### src/motor_pkg.sv
package motor_pkg;

  // Command opcodes in the top byte of a header word
  localparam logic [7:0] op_nop    = 8'h00;
  localparam logic [7:0] op_move   = 8'h01;
  localparam logic [7:0] op_enable = 8'h0a;
  localparam logic [7:0] op_status = 8'hd0;

  typedef struct packed {
    logic [7:0]  opcode;
    logic [38:0] reserved;
    logic        dir;
    logic [15:0] half_period;  // Clocks per step level
  } cmd_header_t;

  typedef struct packed {
    logic [31:0] reserved;
    logic [31:0] step_count;
  } move_payload_t;

  // Same 64 bits, read by decoder state
  typedef union packed {
    cmd_header_t   header;
    move_payload_t payload;
  } cmd_word_u;

  typedef struct packed {
    logic      valid;  // One cycle pulse
    cmd_word_u word;
  } spi_word_t;

  typedef struct packed {
    logic        start;  // One cycle pulse
    logic        dir;
    logic [15:0] half_period;
    logic [31:0] step_count;
  } move_cmd_t;

  typedef struct packed {
    logic               cmd_error;  // Sticky until reset
    logic               enabled;
    logic               busy;
    logic [28:0]        reserved;
    logic signed [31:0] enc_count;
  } status_t;

endpackage

### src/spi_word_rx.sv
`timescale 1ns/1ps
module spi_word_rx #(
  parameter int SYNC_STAGES = 2
) (
  input  logic                 CLK,
  input  logic                 resetn,
  input  logic                 sck,
  input  logic                 cs_n,
  input  logic                 copi,
  output logic                 cipo,
  output motor_pkg::spi_word_t rx,
  input  motor_pkg::status_t   reply,
  input  logic                 reply_load
);

  localparam int LAST = SYNC_STAGES - 1;

  logic [SYNC_STAGES-1:0] sck_sync;
  logic [SYNC_STAGES-1:0] cs_sync;
  logic [SYNC_STAGES-1:0] copi_sync;
  logic                   sck_d;
  logic                   selected;
  logic                   sck_rise;
  logic                   sck_fall;
  logic [2:0]             bit_cnt;
  logic [2:0]             byte_cnt;
  logic [6:0]             byte_sr;
  logic [7:0]             byte_next;
  logic [63:0]            word_q;
  logic                   valid_q;
  logic [63:0]            tx_q;
  logic                   cipo_q;

  always_ff @(posedge CLK) begin
    if (!resetn) begin
      sck_sync  <= '0;
      cs_sync   <= '1;  // Deselected
      copi_sync <= '0;
      sck_d     <= 1'b0;
    end else begin
      sck_sync  <= {sck_sync[SYNC_STAGES-2:0], sck};
      cs_sync   <= {cs_sync[SYNC_STAGES-2:0], cs_n};
      copi_sync <= {copi_sync[SYNC_STAGES-2:0], copi};
      sck_d     <= sck_sync[LAST];
    end
  end

  assign selected  = !cs_sync[LAST];
  assign sck_rise  = selected && sck_sync[LAST] && !sck_d;
  assign sck_fall  = selected && !sck_sync[LAST] && sck_d;
  assign byte_next = {byte_sr, copi_sync[LAST]};  // MSB first

  always_ff @(posedge CLK) begin
    if (!resetn) begin
      bit_cnt  <= '0;
      byte_cnt <= '0;
      valid_q  <= 1'b0;
    end else begin
      valid_q <= 1'b0;
      if (!selected) begin
        bit_cnt  <= '0;
        byte_cnt <= '0;
      end else if (sck_rise) begin
        bit_cnt <= bit_cnt + 3'd1;
        if (bit_cnt == 3'd7) begin
          byte_cnt <= byte_cnt + 3'd1;
          valid_q  <= (byte_cnt == 3'd7);  // Last byte of word
        end
      end
    end
  end

  always_ff @(posedge CLK) begin
    if (sck_rise) begin
      byte_sr <= byte_next[6:0];
      if (bit_cnt == 3'd7)
        word_q[byte_cnt*8 +: 8] <= byte_next;  // Low byte first
    end
  end

  assign rx = {valid_q, word_q};

  // Reply goes out during the word after the status command
  always_ff @(posedge CLK) begin
    if (!resetn) begin
      tx_q   <= '0;
      cipo_q <= 1'b0;
    end else if (reply_load) begin
      tx_q   <= reply;
      cipo_q <= reply[7];  // First bit before any clock
    end else begin
      if (sck_rise && bit_cnt == 3'd7 && byte_cnt == 3'd7)
        tx_q <= '0;  // Reply spent
      if (sck_fall)
        cipo_q <= tx_q[{byte_cnt, ~bit_cnt}];
    end
  end

  assign cipo = cipo_q;

  rx_valid_single: assert property (@(posedge CLK) disable iff (!resetn)
    rx.valid |=> !rx.valid);

endmodule

### src/command_decoder.sv
`timescale 1ns/1ps
module command_decoder (
  input  logic                 CLK,
  input  logic                 resetn,
  input  motor_pkg::spi_word_t rx,
  input  logic                 busy,
  input  logic signed [31:0]   enc_count,
  output motor_pkg::move_cmd_t move,
  output logic                 enable,
  output motor_pkg::status_t   reply,
  output logic                 reply_load
);

  motor_pkg::cmd_header_t   hdr;
  motor_pkg::move_payload_t pay;
  logic                     expect_payload;  // Second word of a move
  logic                     move_ok;
  logic                     cmd_error;
  logic                     start_q;
  logic                     dir_q;
  logic [15:0]              half_q;
  logic [31:0]              count_q;

  assign hdr = rx.word.header;
  assign pay = rx.word.payload;

  always_ff @(posedge CLK) begin
    if (!resetn) begin
      expect_payload <= 1'b0;
      move_ok        <= 1'b0;
      cmd_error      <= 1'b0;
      enable         <= 1'b0;
      start_q        <= 1'b0;
      reply_load     <= 1'b0;
    end else begin
      start_q    <= 1'b0;
      reply_load <= 1'b0;
      if (rx.valid) begin
        if (expect_payload) begin
          expect_payload <= 1'b0;
          start_q        <= move_ok;
        end else begin
          case (hdr.opcode)
            motor_pkg::op_nop: ;  // Filler
            motor_pkg::op_enable: enable <= rx.word[0];
            motor_pkg::op_move: begin
              expect_payload <= 1'b1;  // Payload follows even if rejected
              move_ok        <= enable && !busy;
              if (!enable || busy)
                cmd_error <= 1'b1;
            end
            motor_pkg::op_status: reply_load <= 1'b1;
            default: cmd_error <= 1'b1;  // Unknown opcode
          endcase
        end
      end
    end
  end

  always_ff @(posedge CLK) begin
    if (rx.valid) begin
      if (expect_payload) begin
        count_q <= pay.step_count;
      end else if (hdr.opcode == motor_pkg::op_move) begin
        dir_q  <= hdr.dir;
        half_q <= hdr.half_period;
      end else if (hdr.opcode == motor_pkg::op_status) begin
        reply.cmd_error <= cmd_error;  // Snapshot at status word
        reply.enabled   <= enable;
        reply.busy      <= busy;
        reply.reserved  <= '0;
        reply.enc_count <= enc_count;
      end
    end
  end

  assign move = {start_q, dir_q, half_q, count_q};

  start_not_busy: assert property (@(posedge CLK) disable iff (!resetn)
    move.start |-> !busy);

endmodule

### src/step_generator.sv
`timescale 1ns/1ps
module step_generator (
  input  logic                 CLK,
  input  logic                 resetn,
  input  motor_pkg::move_cmd_t move,
  output logic                 step,
  output logic                 dir,
  output logic                 busy
);

  logic [15:0] half_eff;
  logic [15:0] half_q;
  logic [15:0] timer;
  logic [31:0] remain;  // Steps left, current one included

  assign half_eff = (move.half_period == 16'd0) ? 16'd1 : move.half_period;

  always_ff @(posedge CLK) begin
    if (!resetn) begin
      step <= 1'b0;
      dir  <= 1'b0;
      busy <= 1'b0;
    end else if (!busy) begin
      if (move.start && move.step_count != 32'd0) begin
        step <= 1'b1;
        dir  <= move.dir;
        busy <= 1'b1;
      end
    end else if (timer == 16'd0) begin
      if (step)
        step <= 1'b0;
      else if (remain == 32'd1)
        busy <= 1'b0;  // End of last low phase
      else
        step <= 1'b1;
    end
  end

  always_ff @(posedge CLK) begin
    if (!busy) begin
      if (move.start) begin
        half_q <= half_eff;
        timer  <= half_eff - 16'd1;
        remain <= move.step_count;
      end
    end else if (timer == 16'd0) begin
      timer <= half_q - 16'd1;
      if (!step)
        remain <= remain - 32'd1;
    end else begin
      timer <= timer - 16'd1;
    end
  end

  step_in_busy: assert property (@(posedge CLK) disable iff (!resetn)
    step |-> busy);

endmodule

### src/quad_decoder.sv
`timescale 1ns/1ps
module quad_decoder #(
  parameter int SYNC_STAGES = 2
) (
  input  logic               CLK,
  input  logic               resetn,
  input  logic               enc_a,
  input  logic               enc_b,
  output logic signed [31:0] enc_count
);

  logic [SYNC_STAGES-1:0] a_sync;
  logic [SYNC_STAGES-1:0] b_sync;
  logic [1:0]             ab_cur;
  logic [1:0]             ab_prev;

  assign ab_cur = {a_sync[SYNC_STAGES-1], b_sync[SYNC_STAGES-1]};

  always_ff @(posedge CLK) begin
    if (!resetn) begin
      a_sync  <= '0;
      b_sync  <= '0;
      ab_prev <= 2'b00;
    end else begin
      a_sync  <= {a_sync[SYNC_STAGES-2:0], enc_a};
      b_sync  <= {b_sync[SYNC_STAGES-2:0], enc_b};
      ab_prev <= ab_cur;
    end
  end

  // A leading B walks 00 -> 10 -> 11 -> 01
  always_ff @(posedge CLK) begin
    if (!resetn) begin
      enc_count <= '0;
    end else begin
      case ({ab_prev, ab_cur})
        4'b0010, 4'b1011, 4'b1101, 4'b0100: enc_count <= enc_count + 32'sd1;
        4'b0001, 4'b0111, 4'b1110, 4'b1000: enc_count <= enc_count - 32'sd1;
        default: enc_count <= enc_count;  // No change or double jump
      endcase
    end
  end

endmodule

### src/motor_front_top.sv
`timescale 1ns/1ps
module motor_front_top #(
  parameter int SYNC_STAGES = 2
) (
  input  logic CLK,
  input  logic resetn,
  input  logic sck,
  input  logic cs_n,
  input  logic copi,
  input  logic enc_a,
  input  logic enc_b,
  output logic cipo,
  output logic step,
  output logic dir,
  output logic enable,
  output logic busy
);

  motor_pkg::spi_word_t rx;
  motor_pkg::status_t   reply;
  logic                 reply_load;
  motor_pkg::move_cmd_t move;
  logic signed [31:0]   enc_count;

  spi_word_rx #(
    .SYNC_STAGES(SYNC_STAGES)
  ) u_spi (
    .CLK        (CLK),
    .resetn     (resetn),
    .sck        (sck),
    .cs_n       (cs_n),
    .copi       (copi),
    .cipo       (cipo),
    .rx         (rx),
    .reply      (reply),
    .reply_load (reply_load)
  );

  command_decoder u_decoder (
    .CLK        (CLK),
    .resetn     (resetn),
    .rx         (rx),
    .busy       (busy),
    .enc_count  (enc_count),
    .move       (move),
    .enable     (enable),
    .reply      (reply),
    .reply_load (reply_load)
  );

  step_generator u_step (
    .CLK    (CLK),
    .resetn (resetn),
    .move   (move),
    .step   (step),
    .dir    (dir),
    .busy   (busy)
  );

  quad_decoder #(
    .SYNC_STAGES(SYNC_STAGES)
  ) u_quad (
    .CLK       (CLK),
    .resetn    (resetn),
    .enc_a     (enc_a),
    .enc_b     (enc_b),
    .enc_count (enc_count)
  );

endmodule

### config.mk
export PLATFORM = sky130hd
export DESIGN_NAME = motor_front_top
export DESIGN_NICKNAME = d
export VERILOG_FILES = /design/src/motor_pkg.sv /design/src/spi_word_rx.sv /design/src/command_decoder.sv /design/src/step_generator.sv /design/src/quad_decoder.sv /design/src/motor_front_top.sv
export SDC_FILE = /design/constraint.sdc
export NUM_CORES = 1
export LEC_CHECK = 0
export BUFFER_PORTS_ARGS = -buffer_cell sky130_fd_sc_hd__buf_2
export CAP_MARGIN = 15
export CORE_MARGIN = 3
export CORE_UTILIZATION = 25
export DETAILED_ROUTE_END_ITERATION = 8
export GPL_ROUTABILITY_DRIVEN = 0
export PLACE_DENSITY = 0.48
export SLEW_MARGIN = 10
export SYNTH_ARGS = -nofsm -noshare
export SYNTH_HDL_FRONTEND = slang
export SYNTH_HIERARCHICAL = 1
export SYNTH_SLANG_ARGS = --single-unit
### constraint.sdc
create_clock -name CLK -period 6.21 [get_ports CLK]
set_input_delay 0.3105 -clock CLK [delete_from_list [all_inputs] [get_ports CLK]]
set_output_delay 0.3105 -clock CLK [all_outputs]
set_load 0.05 [all_outputs]
==> metrics.log <==
INFO  metric finish.net_count = 1395
INFO  metric finalWirelength = 32950 um
INFO  metric setup_viol_count_final = 0
INFO  metric finalMaxSlewViolations = 0
INFO  metric routedLengthMet1 = 16530 um
INFO  metric clk_transition_reported_paths = 0.06 ns
INFO  metric row_count = 90
INFO  metric postRouteAntennaNets = 0
INFO  metric synth-warning-count = 6
INFO  metric timing.rr.start = u_quad/b_sync[1]$_SDFF_PN0_
INFO  metric ir_worst_vdd = 0.1973 mV
INFO  metric final_clock_period_utilization_by_the_worst_path = 57.19%
INFO  metric netSwitchingPower = 1.015 mW
INFO  metric portBuffers = 11
INFO  metric top_layer_used = met4
INFO  metric htree_num_levels = 2
INFO  metric hold_path_depth = 2
INFO  metric starting_utilization_of_the_core_area = 25.44%
INFO  metric cts-root-buf = sky130_fd_sc_hd__clkbuf_16
INFO  metric max_cap_viol_count = 0
INFO  metric pin_count = 12
INFO  metric netlist_area_before_placement = 15440 um2
INFO  metric drt-wirelength-per-cell = 15.26 um
INFO  metric die_w = 254.5 um
INFO  metric critical_path.startpoint_type = flop
INFO  metric routed-wl-met3 = 1035 um
INFO  metric outcome = complete, no violations
INFO  metric hold_viol_final = 0
INFO  metric grt_pass1_vias = 9837
INFO  metric reg2reg_slack = 2.66 ns
INFO  metric fp.dieArea = 64780 um2
INFO  metric worstPathArrival = 4.03 ns
INFO  metric startpoint_of_the_lowest_slack_hold_path = sck
INFO  metric switching_share = 21.40%
INFO  metric internal_power = 3.729 mW
INFO  metric vias = 9811
INFO  metric worst_r2r_path_depth = 12
INFO  metric clock_tree_from_tritoncts = built
INFO  metric tritoncts_num_sinks = 321
INFO  metric post-route-min-period = 3.552 ns
INFO  metric chipHeight = 254.5 um
INFO  metric met2_length = 14820 um
INFO  metric worstSkewPairLatency = 0.55 ns
INFO  metric layout_commonest_cell = sky130_fd_sc_hd__edfxtp_1
INFO  metric pin_count_of_the_biggest_net_entering_global_routing = 84
INFO  metric timing_worst_slew_pin_value = 1.101 ns
INFO  metric timing.critical_path.to_type = flop
INFO  metric skew_final = 0.03016 ns
INFO  metric detail_route.iter0.violations = 597
INFO  metric synth_cells = 1372
INFO  metric power_leakage = 6.053 nW
INFO  metric gr-usage-all-layers = 10.26%
INFO  metric via_density = 4.544
INFO  metric relSlewSlack = 26.41%
INFO  metric clkPwrFrac = 48.2%
INFO  metric grt_overflow = 0
INFO  metric detailed_place_hpwl = 22220 um
INFO  metric critPathMaxFanout = 18
INFO  metric power_frac_comb = 3.9%
INFO  metric min-delay-path-class = primary input to flop
INFO  metric drc = 0
INFO  metric clock_tree.buffer_depth = 3
INFO  metric grt_antenna_before_repair = 0
INFO  metric syn-mean-instance-area = 11.25 um2
INFO  metric post_layout_nonfiller_instances = 2159
INFO  metric hold_bufs_inserted_after_cts = 3
INFO  metric grt_setup_unrepaired = false
INFO  metric numCtsBuffers = 39
INFO  metric critPathRequiredTime = 6.69 ns
INFO  metric timing.hold.ws = 0.04935 ns
INFO  metric criticalPathCategory = flop to flop
INFO  metric fmaxAchievable = 0.2816 GHz
INFO  metric global_route_wire_length_before_repair = 54170 um
INFO  metric r2r_end = u_quad/enc_count[31]$_SDFFE_PN0P_
INFO  metric std_cell_core_area = 60700 um2
INFO  metric final.setup.tns = 0 ns
INFO  metric post_cts_gate_resize_count = 0
INFO  metric post-place-cells = 2083
INFO  metric final_layout_size_suffix_gt1_share = 11.26%
INFO  metric final_cell_mix = sky130_fd_sc_hd__edfxtp_1 (195), sky130_fd_sc_hd__dfxtp_1 (124), sky130_fd_sc_hd__a21oi_1 (90), sky130_fd_sc_hd__nor2_1 (82), sky130_fd_sc_hd__nand2_1 (80)
INFO  metric seq_power_share = 47.9%
INFO  metric powerDensity = 272.7 nW/um2
INFO  metric post_cts_setup_buffer_count = 0
INFO  metric holdPathEnd = u_spi/sck_sync[0]$_SDFF_PN0_
INFO  metric syn2layout_area_growth = 12.71%
INFO  metric first_pass_iters = 7
==> sequential cells by signal, indices dropped and copies added (netlist names), 2 cells and up <==
| name | count |
|---|---|
| u_decoder/count_q | 32 |
| u_decoder/half_q | 16 |
| u_decoder/reply | 35 |
| u_quad/a_sync | 2 |
| u_quad/ab_prev | 2 |
| u_quad/b_sync | 2 |
| u_quad/enc_count | 32 |
| u_spi/bit_cnt | 3 |
| u_spi/byte_cnt | 3 |
| u_spi/byte_sr | 7 |
| u_spi/copi_sync | 2 |
| u_spi/cs_sync | 2 |
| u_spi/sck_sync | 2 |
| u_spi/tx_q | 64 |
| u_spi/word_q | 40 |
| u_step/half_q | 16 |
| u_step/remain | 32 |
| u_step/timer | 16 |
==> cell type report <==
type	instances	area, um2
Inverter	25	93.84
Tap cell	782	978.4
Clock inverter	18	209.0
Fill cell	6201	43290
Sequential cell	321	8383
Clock buffer	54	1094
Antenna cell	1	2.502
Timing Repair Buffer	27	182.7
Multi-Input combinational cell	931	6460
==> how the worst max path moves through the flow <==
stage          slack, ns  cells past startpoint                                 to                    startpoint
2_1_floorplan       2.70                     13  u_quad/enc_count[30]$_SDFFE_PN0P_   u_quad/b_sync[1]$_SDFF_PN0_
3_3_place_gp        2.68                     12  u_quad/enc_count[31]$_SDFFE_PN0P_   u_quad/b_sync[1]$_SDFF_PN0_
3_5_place_dp        2.62                     12  u_quad/enc_count[31]$_SDFFE_PN0P_  u_quad/ab_prev[1]$_SDFF_PN0_
4_1_cts             2.60                     12  u_quad/enc_count[31]$_SDFFE_PN0P_   u_quad/b_sync[1]$_SDFF_PN0_
5_1_grt             2.28                     12  u_quad/enc_count[31]$_SDFFE_PN0P_   u_quad/b_sync[1]$_SDFF_PN0_
6_report            2.66                     12  u_quad/enc_count[31]$_SDFFE_PN0P_   u_quad/b_sync[1]$_SDFF_PN0_
==> layer usage <==
metal / track usage, % / vias to the layer above
met5: 0 / -
met4: 2.867 / 0
met3: 1.887 / 43
met2: 16.33 / 126
met1: 14.31 / 4693
li1: - / 4949
==> critical path, stage by stage, from the launching register on <==
cell and delay, ns:
sky130_fd_sc_hd__dfxtp_1 0.33, sky130_fd_sc_hd__xor2_1 0.17, sky130_fd_sc_hd__and2_1 0.65, sky130_fd_sc_hd__buf_4 0.37
sky130_fd_sc_hd__ha_1 0.36, sky130_fd_sc_hd__a21o_1 0.20, sky130_fd_sc_hd__a21o_1 0.17, sky130_fd_sc_hd__a21oi_1 0.14
sky130_fd_sc_hd__o211ai_1 0.10, sky130_fd_sc_hd__a311o_1 0.36, sky130_fd_sc_hd__a31oi_1 0.19, sky130_fd_sc_hd__mux2i_1 0.25
sky130_fd_sc_hd__mux2i_1 0.19
==> power by group through the flow <==
stage	logic (mW)	registers [mW]	clock network (mW)
final	0.184	2.27	2.29
after CTS	0.185	2.27	2.37
after global placement	0.181	2.32	0
after detailed placement	0.182	2.32	0
after global routing	0.207	2.28	2.45
after floorplan	0.161	2.31	0
==> per-stage QoR <==
| stage | setup slack (ns) | cell area [um2] | util [%] | power [mW] |
|---|---|---|---|---|
| 4_1_cts | 2.604 | 17390 | 28.66 | 4.831 |
| 5_1_grt | 2.282 | 17400 | 28.67 | 4.935 |
| 6_report | 2.658 | 17400 | 28.67 | 4.745 |
| 3_3_place_gp | 2.679 | 16060 | 26.46 | 2.500 |
| 3_5_place_dp | 2.617 | 16060 | 26.46 | 2.502 |
| 2_1_floorplan | 2.696 | 15550 | - | 2.473 |
Note: power is estimated with default switching activity, not from simulation.
